--- config.mk ---
export PLATFORM = sky130hd
export DESIGN_NAME = instr_tracer
export DESIGN_NICKNAME = d
export VERILOG_FILES = /design/src/trace_pkg.sv /design/src/instr_tracer.sv /design/src/trace_retire_buf.sv /design/src/trace_slot_ctrl.sv /design/src/trace_slot_regs.sv
export VERILOG_INCLUDE_DIRS = /design/src
export SDC_FILE = /design/constraint.sdc
export NUM_CORES = 2
export LEC_CHECK = 0
export ABC_CLOCK_PERIOD_IN_PS = 13100
export BUFFER_PORTS_ARGS = -buffer_cell sky130_fd_sc_hd__buf_2
export CORE_ASPECT_RATIO = 2
export CORE_MARGIN = 2
export CORE_UTILIZATION = 50
export DETAILED_ROUTE_END_ITERATION = 10
export PLACE_DENSITY = 0.71
export REMOVE_ABC_BUFFERS = 1
export SLEW_MARGIN = 5
export SYNTH_ARGS = -nofsm -noshare
export SYNTH_HDL_FRONTEND = slang
export SYNTH_SLANG_ARGS = --single-unit
--- constraint.sdc ---
create_clock -name clk_i -period 13.1 [get_ports clk_i]
set_input_delay 3.275 -clock clk_i [delete_from_list [all_inputs] [get_ports clk_i]]
set_output_delay 3.275 -clock clk_i [all_outputs]
set_load 0.02 [all_outputs]
--- src/trace_settings.svh ---
/*
 * Instruction tracer settings
 * Buffer depth, field widths and the opcode encodings that
 * put an instruction in the WB-delay retire class
 */

`ifndef TRACE_SETTINGS_SVH
`define TRACE_SETTINGS_SVH

// Retire buffer sizing, depth must be a power of two
`define TRACE_DEPTH 8
`define TRACE_ID_W  3

// Data path widths
`define XLEN        32
`define REG_ADDR_W  5

// Instructions that take one extra cycle to retire
`define INSTR_MRET     32'h3020_0073
`define INSTR_URET     32'h0020_0073
`define INSTR_EBREAK   32'h0010_0073
`define INSTR_C_EBREAK 16'h9002

`endif

--- src/trace_pkg.sv ---
/*
 * Instruction tracer types
 * Core event bundles, slot state, per-cycle slot commands,
 * retire marks, routed register writes and the retire record
 */

`include "trace_settings.svh"

package trace_pkg;

  typedef logic [`TRACE_ID_W-1:0] trace_id_t;

  typedef enum logic {
    CLASS_NORMAL,
    CLASS_WB_DELAY
  } retire_class_e;

  // Index into the slot array
  typedef enum logic [1:0] {
    SLOT_EX,
    SLOT_EX_DLY,
    SLOT_WB,
    SLOT_WB_DLY
  } slot_e;

  // ------------------------------------------------
  // Core events
  // ------------------------------------------------
  typedef struct packed {
    logic              id_valid;
    logic              is_decoding;
    logic              is_illegal;
    logic              compressed;
    logic [`XLEN-1:0]  pc;
    logic [`XLEN-1:0]  instr;
  } dec_evt_t;

  typedef struct packed {
    logic                   ex_valid;
    logic                   data_misaligned;
    logic                   wb_bypass;
    logic                   apu_en;
    logic                   apu_rvalid;
    logic                   reg_we;
    logic [`REG_ADDR_W-1:0] reg_addr;
    logic [`XLEN-1:0]       reg_wdata;
  } ex_evt_t;

  typedef struct packed {
    logic                   wb_valid;
    logic                   reg_we;
    logic [`REG_ADDR_W-1:0] reg_addr;
    logic [`XLEN-1:0]       reg_wdata;
  } wb_evt_t;

  // ------------------------------------------------
  // Tracker state and commands
  // ------------------------------------------------
  typedef struct packed {
    logic      valid;
    trace_id_t id;
    logic      is_apu;
    logic      misaligned;
  } slot_t;

  typedef struct packed {
    logic new_instr;
    logic ex_misaligned;
    logic ex_clear;
    logic ex_to_ex_dly;
    logic ex_dly_to_wb;
    logic ex_to_wb;
    logic wb_clear;
    logic wb_to_wb_dly;
    logic wb_dly_clear;
    logic ex_is_apu;
  } slot_cmd_t;

  // EX mark is only raised for WB bypass
  typedef struct packed {
    logic      ex_valid;
    trace_id_t ex_id;
    logic      ex_bypass;
    logic      wb_valid;
    trace_id_t wb_id;
    logic      wb_is_apu;
    logic      wbd_valid;
    trace_id_t wbd_id;
  } retire_mark_t;

  typedef struct packed {
    logic                   valid;
    trace_id_t              id;
    logic [`REG_ADDR_W-1:0] addr;
    logic [`XLEN-1:0]       data;
  } reg_wr_t;

  typedef struct packed {
    logic [`XLEN-1:0]       pc;
    logic [`XLEN-1:0]       instr;
    logic                   compressed;
    logic                   rd_written;
    logic [`REG_ADDR_W-1:0] rd_addr;
    logic [`XLEN-1:0]       rd_value;
    logic                   wb_bypass;
    logic                   is_apu;
    retire_class_e          retire_class;
  } trace_rec_t;

endpackage

--- src/instr_tracer.sv ---
/*
 * Instruction retirement tracker
 * Follows each decoded instruction through the EX, EX-delay,
 * WB and WB-delay slots and emits one record per retirement
 */

module instr_tracer import trace_pkg::*; (
  input  logic       clk_i,
  input  logic       rst_n,
  input  dec_evt_t   dec_i,
  input  ex_evt_t    ex_i,
  input  wb_evt_t    wb_i,
  output logic       retire_valid_o,
  output trace_rec_t retire_o,
  output logic       overflow_o
);

  slot_t [3:0]   slots;
  slot_cmd_t     cmd;
  retire_mark_t  mark;
  reg_wr_t       ex_wr;
  reg_wr_t       wb_wr;
  logic          overflow_evt;
  logic          alloc_ok;
  trace_id_t     alloc_id;
  retire_class_e wb_delay_class;

  trace_slot_ctrl i_trace_slot_ctrl (
    .dec_i            (dec_i),
    .ex_i             (ex_i),
    .wb_i             (wb_i),
    .slots_i          (slots),
    .alloc_ok_i       (alloc_ok),
    .wb_delay_class_i (wb_delay_class),
    .cmd_o            (cmd),
    .mark_o           (mark),
    .ex_wr_o          (ex_wr),
    .wb_wr_o          (wb_wr),
    .overflow_evt_o   (overflow_evt)
  );

  trace_slot_regs i_trace_slot_regs (
    .clk_i      (clk_i),
    .rst_n      (rst_n),
    .cmd_i      (cmd),
    .alloc_id_i (alloc_id),
    .slots_o    (slots)
  );

  trace_retire_buf i_trace_retire_buf (
    .clk_i            (clk_i),
    .rst_n            (rst_n),
    .dec_i            (dec_i),
    .alloc_i          (cmd.new_instr),
    .ex_wr_i          (ex_wr),
    .wb_wr_i          (wb_wr),
    .mark_i           (mark),
    .overflow_evt_i   (overflow_evt),
    .wb_slot_id_i     (slots[SLOT_WB].id),
    .alloc_ok_o       (alloc_ok),
    .alloc_id_o       (alloc_id),
    .wb_delay_class_o (wb_delay_class),
    .retire_valid_o   (retire_valid_o),
    .retire_o         (retire_o),
    .overflow_o       (overflow_o)
  );

endmodule

--- src/trace_retire_buf.sv ---
/*
 * Tracer retire buffer
 * Circular buffer of trace records in program order. Entries
 * collect register writes and retire marks while in flight,
 * and the head drains one done entry per cycle as a strobe.
 * A capture that finds the buffer full sets a sticky flag.
 */

`include "trace_settings.svh"

module trace_retire_buf import trace_pkg::*; (
  input  logic          clk_i,
  input  logic          rst_n,
  input  dec_evt_t      dec_i,
  input  logic          alloc_i,
  input  reg_wr_t       ex_wr_i,
  input  reg_wr_t       wb_wr_i,
  input  retire_mark_t  mark_i,
  input  logic          overflow_evt_i,
  input  trace_id_t     wb_slot_id_i,
  output logic          alloc_ok_o,
  output trace_id_t     alloc_id_o,
  output retire_class_e wb_delay_class_o,
  output logic          retire_valid_o,
  output trace_rec_t    retire_o,
  output logic          overflow_o
);

  trace_rec_t              rec_q [`TRACE_DEPTH];
  logic [`TRACE_DEPTH-1:0] done_q;
  trace_id_t               head_q;
  trace_id_t               tail_q;
  logic [`TRACE_ID_W:0]    count_q;
  logic                    pop;
  retire_class_e           dec_class;

  // mret, uret and ebreak need one extra cycle after WB
  always_comb begin
    dec_class = CLASS_NORMAL;
    if (dec_i.instr == `INSTR_MRET || dec_i.instr == `INSTR_URET ||
        dec_i.instr == `INSTR_EBREAK) begin
      dec_class = CLASS_WB_DELAY;
    end else if (dec_i.compressed && dec_i.instr[15:0] == `INSTR_C_EBREAK) begin
      dec_class = CLASS_WB_DELAY;
    end
  end

  assign alloc_ok_o       = (count_q != `TRACE_DEPTH);
  assign alloc_id_o       = tail_q;
  assign wb_delay_class_o = rec_q[wb_slot_id_i].retire_class;
  assign pop              = (count_q != '0) && done_q[head_q];

  // ------------------------------------------------
  // Pointers, done bits and flags
  // ------------------------------------------------
  always_ff @(posedge clk_i or negedge rst_n) begin
    if (!rst_n) begin
      head_q         <= '0;
      tail_q         <= '0;
      count_q        <= '0;
      done_q         <= '0;
      retire_valid_o <= 1'b0;
      overflow_o     <= 1'b0;
    end else begin
      if (alloc_i) begin
        tail_q         <= tail_q + 1'b1;
        done_q[tail_q] <= 1'b0;
      end
      if (mark_i.ex_valid)  done_q[mark_i.ex_id]  <= 1'b1;
      if (mark_i.wb_valid)  done_q[mark_i.wb_id]  <= 1'b1;
      if (mark_i.wbd_valid) done_q[mark_i.wbd_id] <= 1'b1;
      if (pop) begin
        head_q <= head_q + 1'b1;
      end
      count_q        <= count_q + alloc_i - pop;
      retire_valid_o <= pop;
      if (overflow_evt_i) begin
        overflow_o <= 1'b1;
      end
    end
  end

  // ------------------------------------------------
  // Record payload
  // ------------------------------------------------
  always_ff @(posedge clk_i) begin
    if (alloc_i) begin
      rec_q[tail_q] <= '{pc: dec_i.pc, instr: dec_i.instr, compressed: dec_i.compressed,
                         rd_written: 1'b0, rd_addr: '0, rd_value: '0, wb_bypass: 1'b0,
                         is_apu: 1'b0, retire_class: dec_class};
    end
    // WB write comes last so it wins over an EX write to the same entry
    if (ex_wr_i.valid) begin
      rec_q[ex_wr_i.id].rd_written <= 1'b1;
      rec_q[ex_wr_i.id].rd_addr    <= ex_wr_i.addr;
      rec_q[ex_wr_i.id].rd_value   <= ex_wr_i.data;
    end
    if (wb_wr_i.valid) begin
      rec_q[wb_wr_i.id].rd_written <= 1'b1;
      rec_q[wb_wr_i.id].rd_addr    <= wb_wr_i.addr;
      rec_q[wb_wr_i.id].rd_value   <= wb_wr_i.data;
    end
    if (mark_i.ex_valid && mark_i.ex_bypass) begin
      rec_q[mark_i.ex_id].wb_bypass <= 1'b1;
    end
    if (mark_i.wb_valid && mark_i.wb_is_apu) begin
      rec_q[mark_i.wb_id].is_apu <= 1'b1;
    end
    if (pop) begin
      retire_o <= rec_q[head_q];
    end
  end

endmodule

--- src/trace_slot_ctrl.sv ---
/*
 * Tracer slot control
 * Decides each cycle which slots advance, clear or retire,
 * and routes EX and WB register writes to the owning buffer id
 */

module trace_slot_ctrl import trace_pkg::*; (
  input  dec_evt_t      dec_i,
  input  ex_evt_t       ex_i,
  input  wb_evt_t       wb_i,
  input  slot_t [3:0]   slots_i,
  input  logic          alloc_ok_i,
  input  retire_class_e wb_delay_class_i,
  output slot_cmd_t     cmd_o,
  output retire_mark_t  mark_o,
  output reg_wr_t       ex_wr_o,
  output reg_wr_t       wb_wr_o,
  output logic          overflow_evt_o
);

  slot_t ex_s;
  slot_t exd_s;
  slot_t wb_s;
  slot_t wbd_s;
  logic  legal;
  slot_e wb_tgt;
  logic  wb_hit;

  assign ex_s  = slots_i[SLOT_EX];
  assign exd_s = slots_i[SLOT_EX_DLY];
  assign wb_s  = slots_i[SLOT_WB];
  assign wbd_s = slots_i[SLOT_WB_DLY];

  assign legal          = dec_i.id_valid && dec_i.is_decoding && !dec_i.is_illegal;
  assign overflow_evt_o = legal && !alloc_ok_i;

  always_comb begin
    cmd_o  = '0;
    mark_o = '0;

    // ------------------------------------------------
    // WB delay, always retires on the next edge
    // ------------------------------------------------
    if (wbd_s.valid) begin
      mark_o.wbd_valid   = 1'b1;
      mark_o.wbd_id      = wbd_s.id;
      cmd_o.wb_dly_clear = 1'b1;
    end

    // ------------------------------------------------
    // WB
    // ------------------------------------------------
    if (wb_s.valid && wb_i.wb_valid) begin
      if (wb_delay_class_i == CLASS_WB_DELAY) begin
        cmd_o.wb_to_wb_dly = 1'b1;
      end else begin
        mark_o.wb_valid  = 1'b1;
        mark_o.wb_id     = wb_s.id;
        mark_o.wb_is_apu = wb_s.is_apu;
        cmd_o.wb_clear   = 1'b1;
      end
    end

    // ------------------------------------------------
    // EX delay, APU waits for its result
    // ------------------------------------------------
    if (exd_s.valid && (ex_i.apu_rvalid || !exd_s.is_apu)) begin
      cmd_o.ex_dly_to_wb = 1'b1;
    end

    // ------------------------------------------------
    // EX
    // ------------------------------------------------
    cmd_o.new_instr = legal && alloc_ok_i;

    if (ex_s.valid && ex_i.ex_valid && ex_i.data_misaligned) begin
      cmd_o.ex_misaligned = 1'b1;
    end else if (ex_s.valid && ex_i.wb_bypass) begin
      mark_o.ex_valid  = 1'b1;
      mark_o.ex_id     = ex_s.id;
      mark_o.ex_bypass = 1'b1;
      cmd_o.ex_clear   = 1'b1;
    end else if (ex_s.valid && ex_i.apu_en && !ex_i.apu_rvalid) begin
      cmd_o.ex_to_ex_dly = 1'b1;
      cmd_o.ex_is_apu    = 1'b1;
      cmd_o.ex_clear     = 1'b1;
    end else if (ex_s.valid && ex_i.ex_valid) begin
      // WB is taken by the EX delay slot this cycle, so queue behind it
      if (cmd_o.ex_dly_to_wb) begin
        cmd_o.ex_to_ex_dly = 1'b1;
      end else begin
        cmd_o.ex_to_wb = 1'b1;
      end
      cmd_o.ex_clear = 1'b1;
    end
  end

  // WB write goes to the oldest slot still able to own it
  always_comb begin
    wb_tgt = SLOT_WB;
    wb_hit = 1'b1;
    if (exd_s.valid) begin
      wb_tgt = SLOT_EX_DLY;
    end else if (wb_s.valid) begin
      wb_tgt = SLOT_WB;
    end else if (ex_s.valid && ex_s.misaligned) begin
      wb_tgt = SLOT_EX;
    end else begin
      wb_hit = 1'b0;
    end
  end

  assign ex_wr_o = '{valid: ex_i.reg_we && ex_s.valid, id: ex_s.id,
                     addr: ex_i.reg_addr, data: ex_i.reg_wdata};
  assign wb_wr_o = '{valid: wb_i.reg_we && wb_hit, id: slots_i[wb_tgt].id,
                     addr: wb_i.reg_addr, data: wb_i.reg_wdata};

endmodule

--- src/trace_slot_regs.sv ---
/*
 * Tracer slot registers
 * Holds the EX, EX-delay, WB and WB-delay slots and moves
 * buffer ids between them as the slot commands direct
 */

module trace_slot_regs import trace_pkg::*; (
  input  logic        clk_i,
  input  logic        rst_n,
  input  slot_cmd_t   cmd_i,
  input  trace_id_t   alloc_id_i,
  output slot_t [3:0] slots_o
);

  slot_t [3:0] slots_q;

  always_ff @(posedge clk_i or negedge rst_n) begin
    if (!rst_n) begin
      slots_q <= '0;
    end else begin
      // ------------------------------------------------
      // EX
      // ------------------------------------------------
      if (cmd_i.new_instr) begin
        slots_q[SLOT_EX] <= '{valid: 1'b1, id: alloc_id_i, is_apu: 1'b0,
                              misaligned: 1'b0};
      end else if (cmd_i.ex_clear) begin
        slots_q[SLOT_EX] <= '0;
      end else if (cmd_i.ex_misaligned) begin
        slots_q[SLOT_EX].misaligned <= 1'b1;
      end

      // ------------------------------------------------
      // EX delay
      // ------------------------------------------------
      if (cmd_i.ex_to_ex_dly) begin
        slots_q[SLOT_EX_DLY] <= '{valid: 1'b1, id: slots_q[SLOT_EX].id,
                                  is_apu: cmd_i.ex_is_apu, misaligned: 1'b0};
      end else if (cmd_i.ex_dly_to_wb) begin
        slots_q[SLOT_EX_DLY] <= '0;
      end

      // ------------------------------------------------
      // WB
      // ------------------------------------------------
      if (cmd_i.ex_to_wb) begin
        slots_q[SLOT_WB] <= '{valid: 1'b1, id: slots_q[SLOT_EX].id, is_apu: 1'b0,
                              misaligned: 1'b0};
      end else if (cmd_i.ex_dly_to_wb) begin
        slots_q[SLOT_WB] <= slots_q[SLOT_EX_DLY];
      end else if (cmd_i.wb_clear || cmd_i.wb_to_wb_dly) begin
        slots_q[SLOT_WB] <= '0;
      end

      // ------------------------------------------------
      // WB delay
      // ------------------------------------------------
      if (cmd_i.wb_to_wb_dly) begin
        slots_q[SLOT_WB_DLY] <= slots_q[SLOT_WB];
      end else if (cmd_i.wb_dly_clear) begin
        slots_q[SLOT_WB_DLY] <= '0;
      end
    end
  end

  assign slots_o = slots_q;

endmodule
==> metrics <==
status=completed; CTS tree=yes; initial antenna violation count=25; placed inst area=46000 sq um; GPL Wtd Cong=0.836; RSZ-0062 raised after global routing=no; arrival time of the worst setup path=5.76 ns; clock tree sinks=993; Worst VDD drop=312 uV; Die X=213 um; number of flops mapped to enable cells by yosys=930; clk buf depth=3; critical path class=input port to flip-flop; Detail Route Antenna Nets=0; Clock transition at path regs=0.07 ns; pin count of the biggest net entering global routing=110; YS warnings=0; I/O pin count=260; post-cts repair resize count=0; via count=26700; synthesized flop and latch total=993; Post-CTS Setup Inserts=0; Skew-Pair Late Insertion Delay=0.70 ns; Util after Layout=56.3%; power per standard cell area=205 nW/um^2; Clock Root Buffer=clkbuf_16; post-synthesis sequential area ratio=67.0%; Starting Density=50.5%; 1st-pass router iterations=6; vias in the first global route=28200; number of buffers created by CTS=87; final wirelength=119000 um; H-tree depth=3; Die Y=423 um; mean post-synth cell area=16.4 sq um; DR iter-0 viols=2706; number of remaining DRC errors=0; design area=48900 sq um; R2R Setup Slk=8.99 ns; fin crit share=41.5%; HPWL Detailed=66300 um; Pins Over Slew Limit=0; Fin. Hold Viols=0; total grt overflow=0; Critical Path Source Type=input port; core area=86900 sq um; layout cell share with drive strength beyond 1=28.5%; Multi-input gate area=13200 sq um; final setup violation count=0; non-filler cells, final=4050; asr flop ratio synth=3.93%; CTS Hold Bufs=0; Via density=6.59; CP endpoint kind=flip-flop; first-pass GRT wire length=177000 um; # Max-Cap Violations=0; # port buffers=259; relative slew slack=16.5%; die area=90300 sq um; Mapped Cells=2669; fillers=6782; Core Rows=153; fmax=184 MHz; Routed WL per cell=29.3 um; synthesis-to-finish area growth=11.5%; Overall Global Routing Usage=26.6%; dpl cells=3878; Post-layout nets=2966; worst-path fanout max=38; Critical Path RT=13.42 ns; count of cell types in the netlist=59; Mapped Area=43900 sq um; Final min period=5.44 ns; Primary FF master, synth=edfxtp_1; leakage=16.9 nW; PnR Total Power=10.0 mW; worst hold path type=flip-flop to flip-flop; Slew @ Worst Pin=1.25 ns; Max Clock Skew=0.0196 ns; Reg area=29400 sq um
-- per-stage QoR --
step	setup TNS [ns]	worst slack, ns	hold WS [ns]
after global placement	0	6.95	0.428
after detailed placement	0	6.93	0.437
after floorplan	-226.98	-3.00	0.420
after CTS	0	7.64	0.453
final	0	7.66	0.451
after global routing	0	7.55	0.478
-- cell families (layout without fill, tap and decap cells) --
kind of cell	count (synthesis)	after routing	synth area share, %
fa+ha+maj	9	9	0.274
xor+xnor	6	6	0.120
compound gates	386	386	7.07
mux	477	477	17.3
buf+inv	329	539	3.30
flops	993	993	67.0
simple gates	469	469	4.97
other cells	0	9	0
-- final cells by class --
type | count | area share [%]
diodes | 9 | 0.0460
repair buffers | 312 | 3.51
well taps | 1162 | 2.97
clock inverters | 60 | 1.32
multi-input cells | 1347 | 26.9
clock buffers | 103 | 4.68
flip-flops and latches | 993 | 60.1
inverters | 64 | 0.511
-- power by group --
part,internal (mW),switching [mW]
Combinational,1.18,1.83
Sequential,4.06,0.267
Clock,1.48,1.19
-- worst max-delay path: stages --
cell,delay (ns)
buf_2,0.10
nand3b_1,0.36
or4_1,0.77
clkinv_2,0.54
buf_4,0.63
-- sequential cells by signal, summed over array words and instances (netlist names) --
name and count:
i_trace_retire_buf.rec_q 848, i_trace_retire_buf.retire_o 106, i_trace_slot_regs.slots_o 19, i_trace_retire_buf.done_q 8, i_trace_retire_buf.count_q 4, i_trace_retire_buf.alloc_id_o 3, i_trace_retire_buf.head_q 3, i_trace_retire_buf.overflow_o 1
i_trace_retire_buf.retire_valid_o 1
-- layout by cell type, fill, tap and decap left out, types with 14 or more instances in the layout --
cell	instances
inv_1	56
mux4_2	214
mux2i_1	152
dfxtp_1	24
mux2_2	111
dfrtp_1	36
buf_2	259
nor2_1	15
o2111ai_1	148
clkinv_1	16
o211ai_1	143
nand3_1	160
nand2_1	216
buf_4	51
o21ai_0	14
clkbuf_16	89
edfxtp_1	930
clkinv_2	25
-- final timing paths --
| check | endpoint | cells past startpoint | from |
|---|---|---|---|
| setup / recovery | i_trace_retire_buf.rec_q[1][45] | 5 | dec_i[65] |
| max in group asynchronous | i_trace_retire_buf.head_q[2] | 1 | rst_n |
| hold reg to reg | i_trace_retire_buf.rec_q[7][1] | 2 | i_trace_retire_buf.rec_q[7][1] |
| setup reg to reg | i_trace_retire_buf.rec_q[5][28] | 7 | i_trace_slot_regs.slots_o[11] |
| hold / removal | i_trace_retire_buf.rec_q[7][1] | 2 | i_trace_retire_buf.rec_q[7][1] |
| min in group asynchronous | i_trace_retire_buf.retire_valid_o | 1 | rst_n |
-- cells in the mapped netlist (4+ instances only) --
cell type / count / area share (%)
nand2b_1: 8 / 0.11
buf_1: 14 / 0.12
ha_1: 8 / 0.23
nand3_1: 164 / 1.9
nand4_1: 5 / 0.071
clkbuf_1: 151 / 1.3
mux4_2: 214 / 11
o2111ai_1: 148 / 3.0
o21ai_0: 15 / 0.17
nor3b_1: 4 / 0.068
nor4_1: 4 / 0.057
or3_1: 5 / 0.071
nor2b_1: 6 / 0.086
buf_2: 84 / 0.96
nand2_1: 216 / 1.8
o22ai_1: 4 / 0.057
nand3b_1: 9 / 0.15
a31oi_1: 4 / 0.057
or4_1: 8 / 0.14
a21oi_1: 14 / 0.16
a211o_1: 9 / 0.18
buf_6: 13 / 0.33
dfrtp_1: 39 / 2.2
mux2_2: 111 / 2.8
o211ai_1: 143 / 2.4
nor2_1: 23 / 0.20
a21o_1: 10 / 0.17
mux2i_1: 152 / 3.5
inv_1: 64 / 0.55
o21a_1: 7 / 0.12
o211ai_2: 10 / 0.29
dfxtp_1: 24 / 1.1
edfxtp_1: 930 / 64
-- per-layer routing --
layer / vias up / GRT usage (%) / share of wire (%)
met5: - / 0 / 0.16
met4: 30 / 14.2 / 5.3
met3: 451 / 5.80 / 10
met2: 1670 / 45.1 / 51
met1: 13400 / 31.4 / 34
li1: 11100 / - / -
Note: power is estimated with default switching activity, not from simulation.
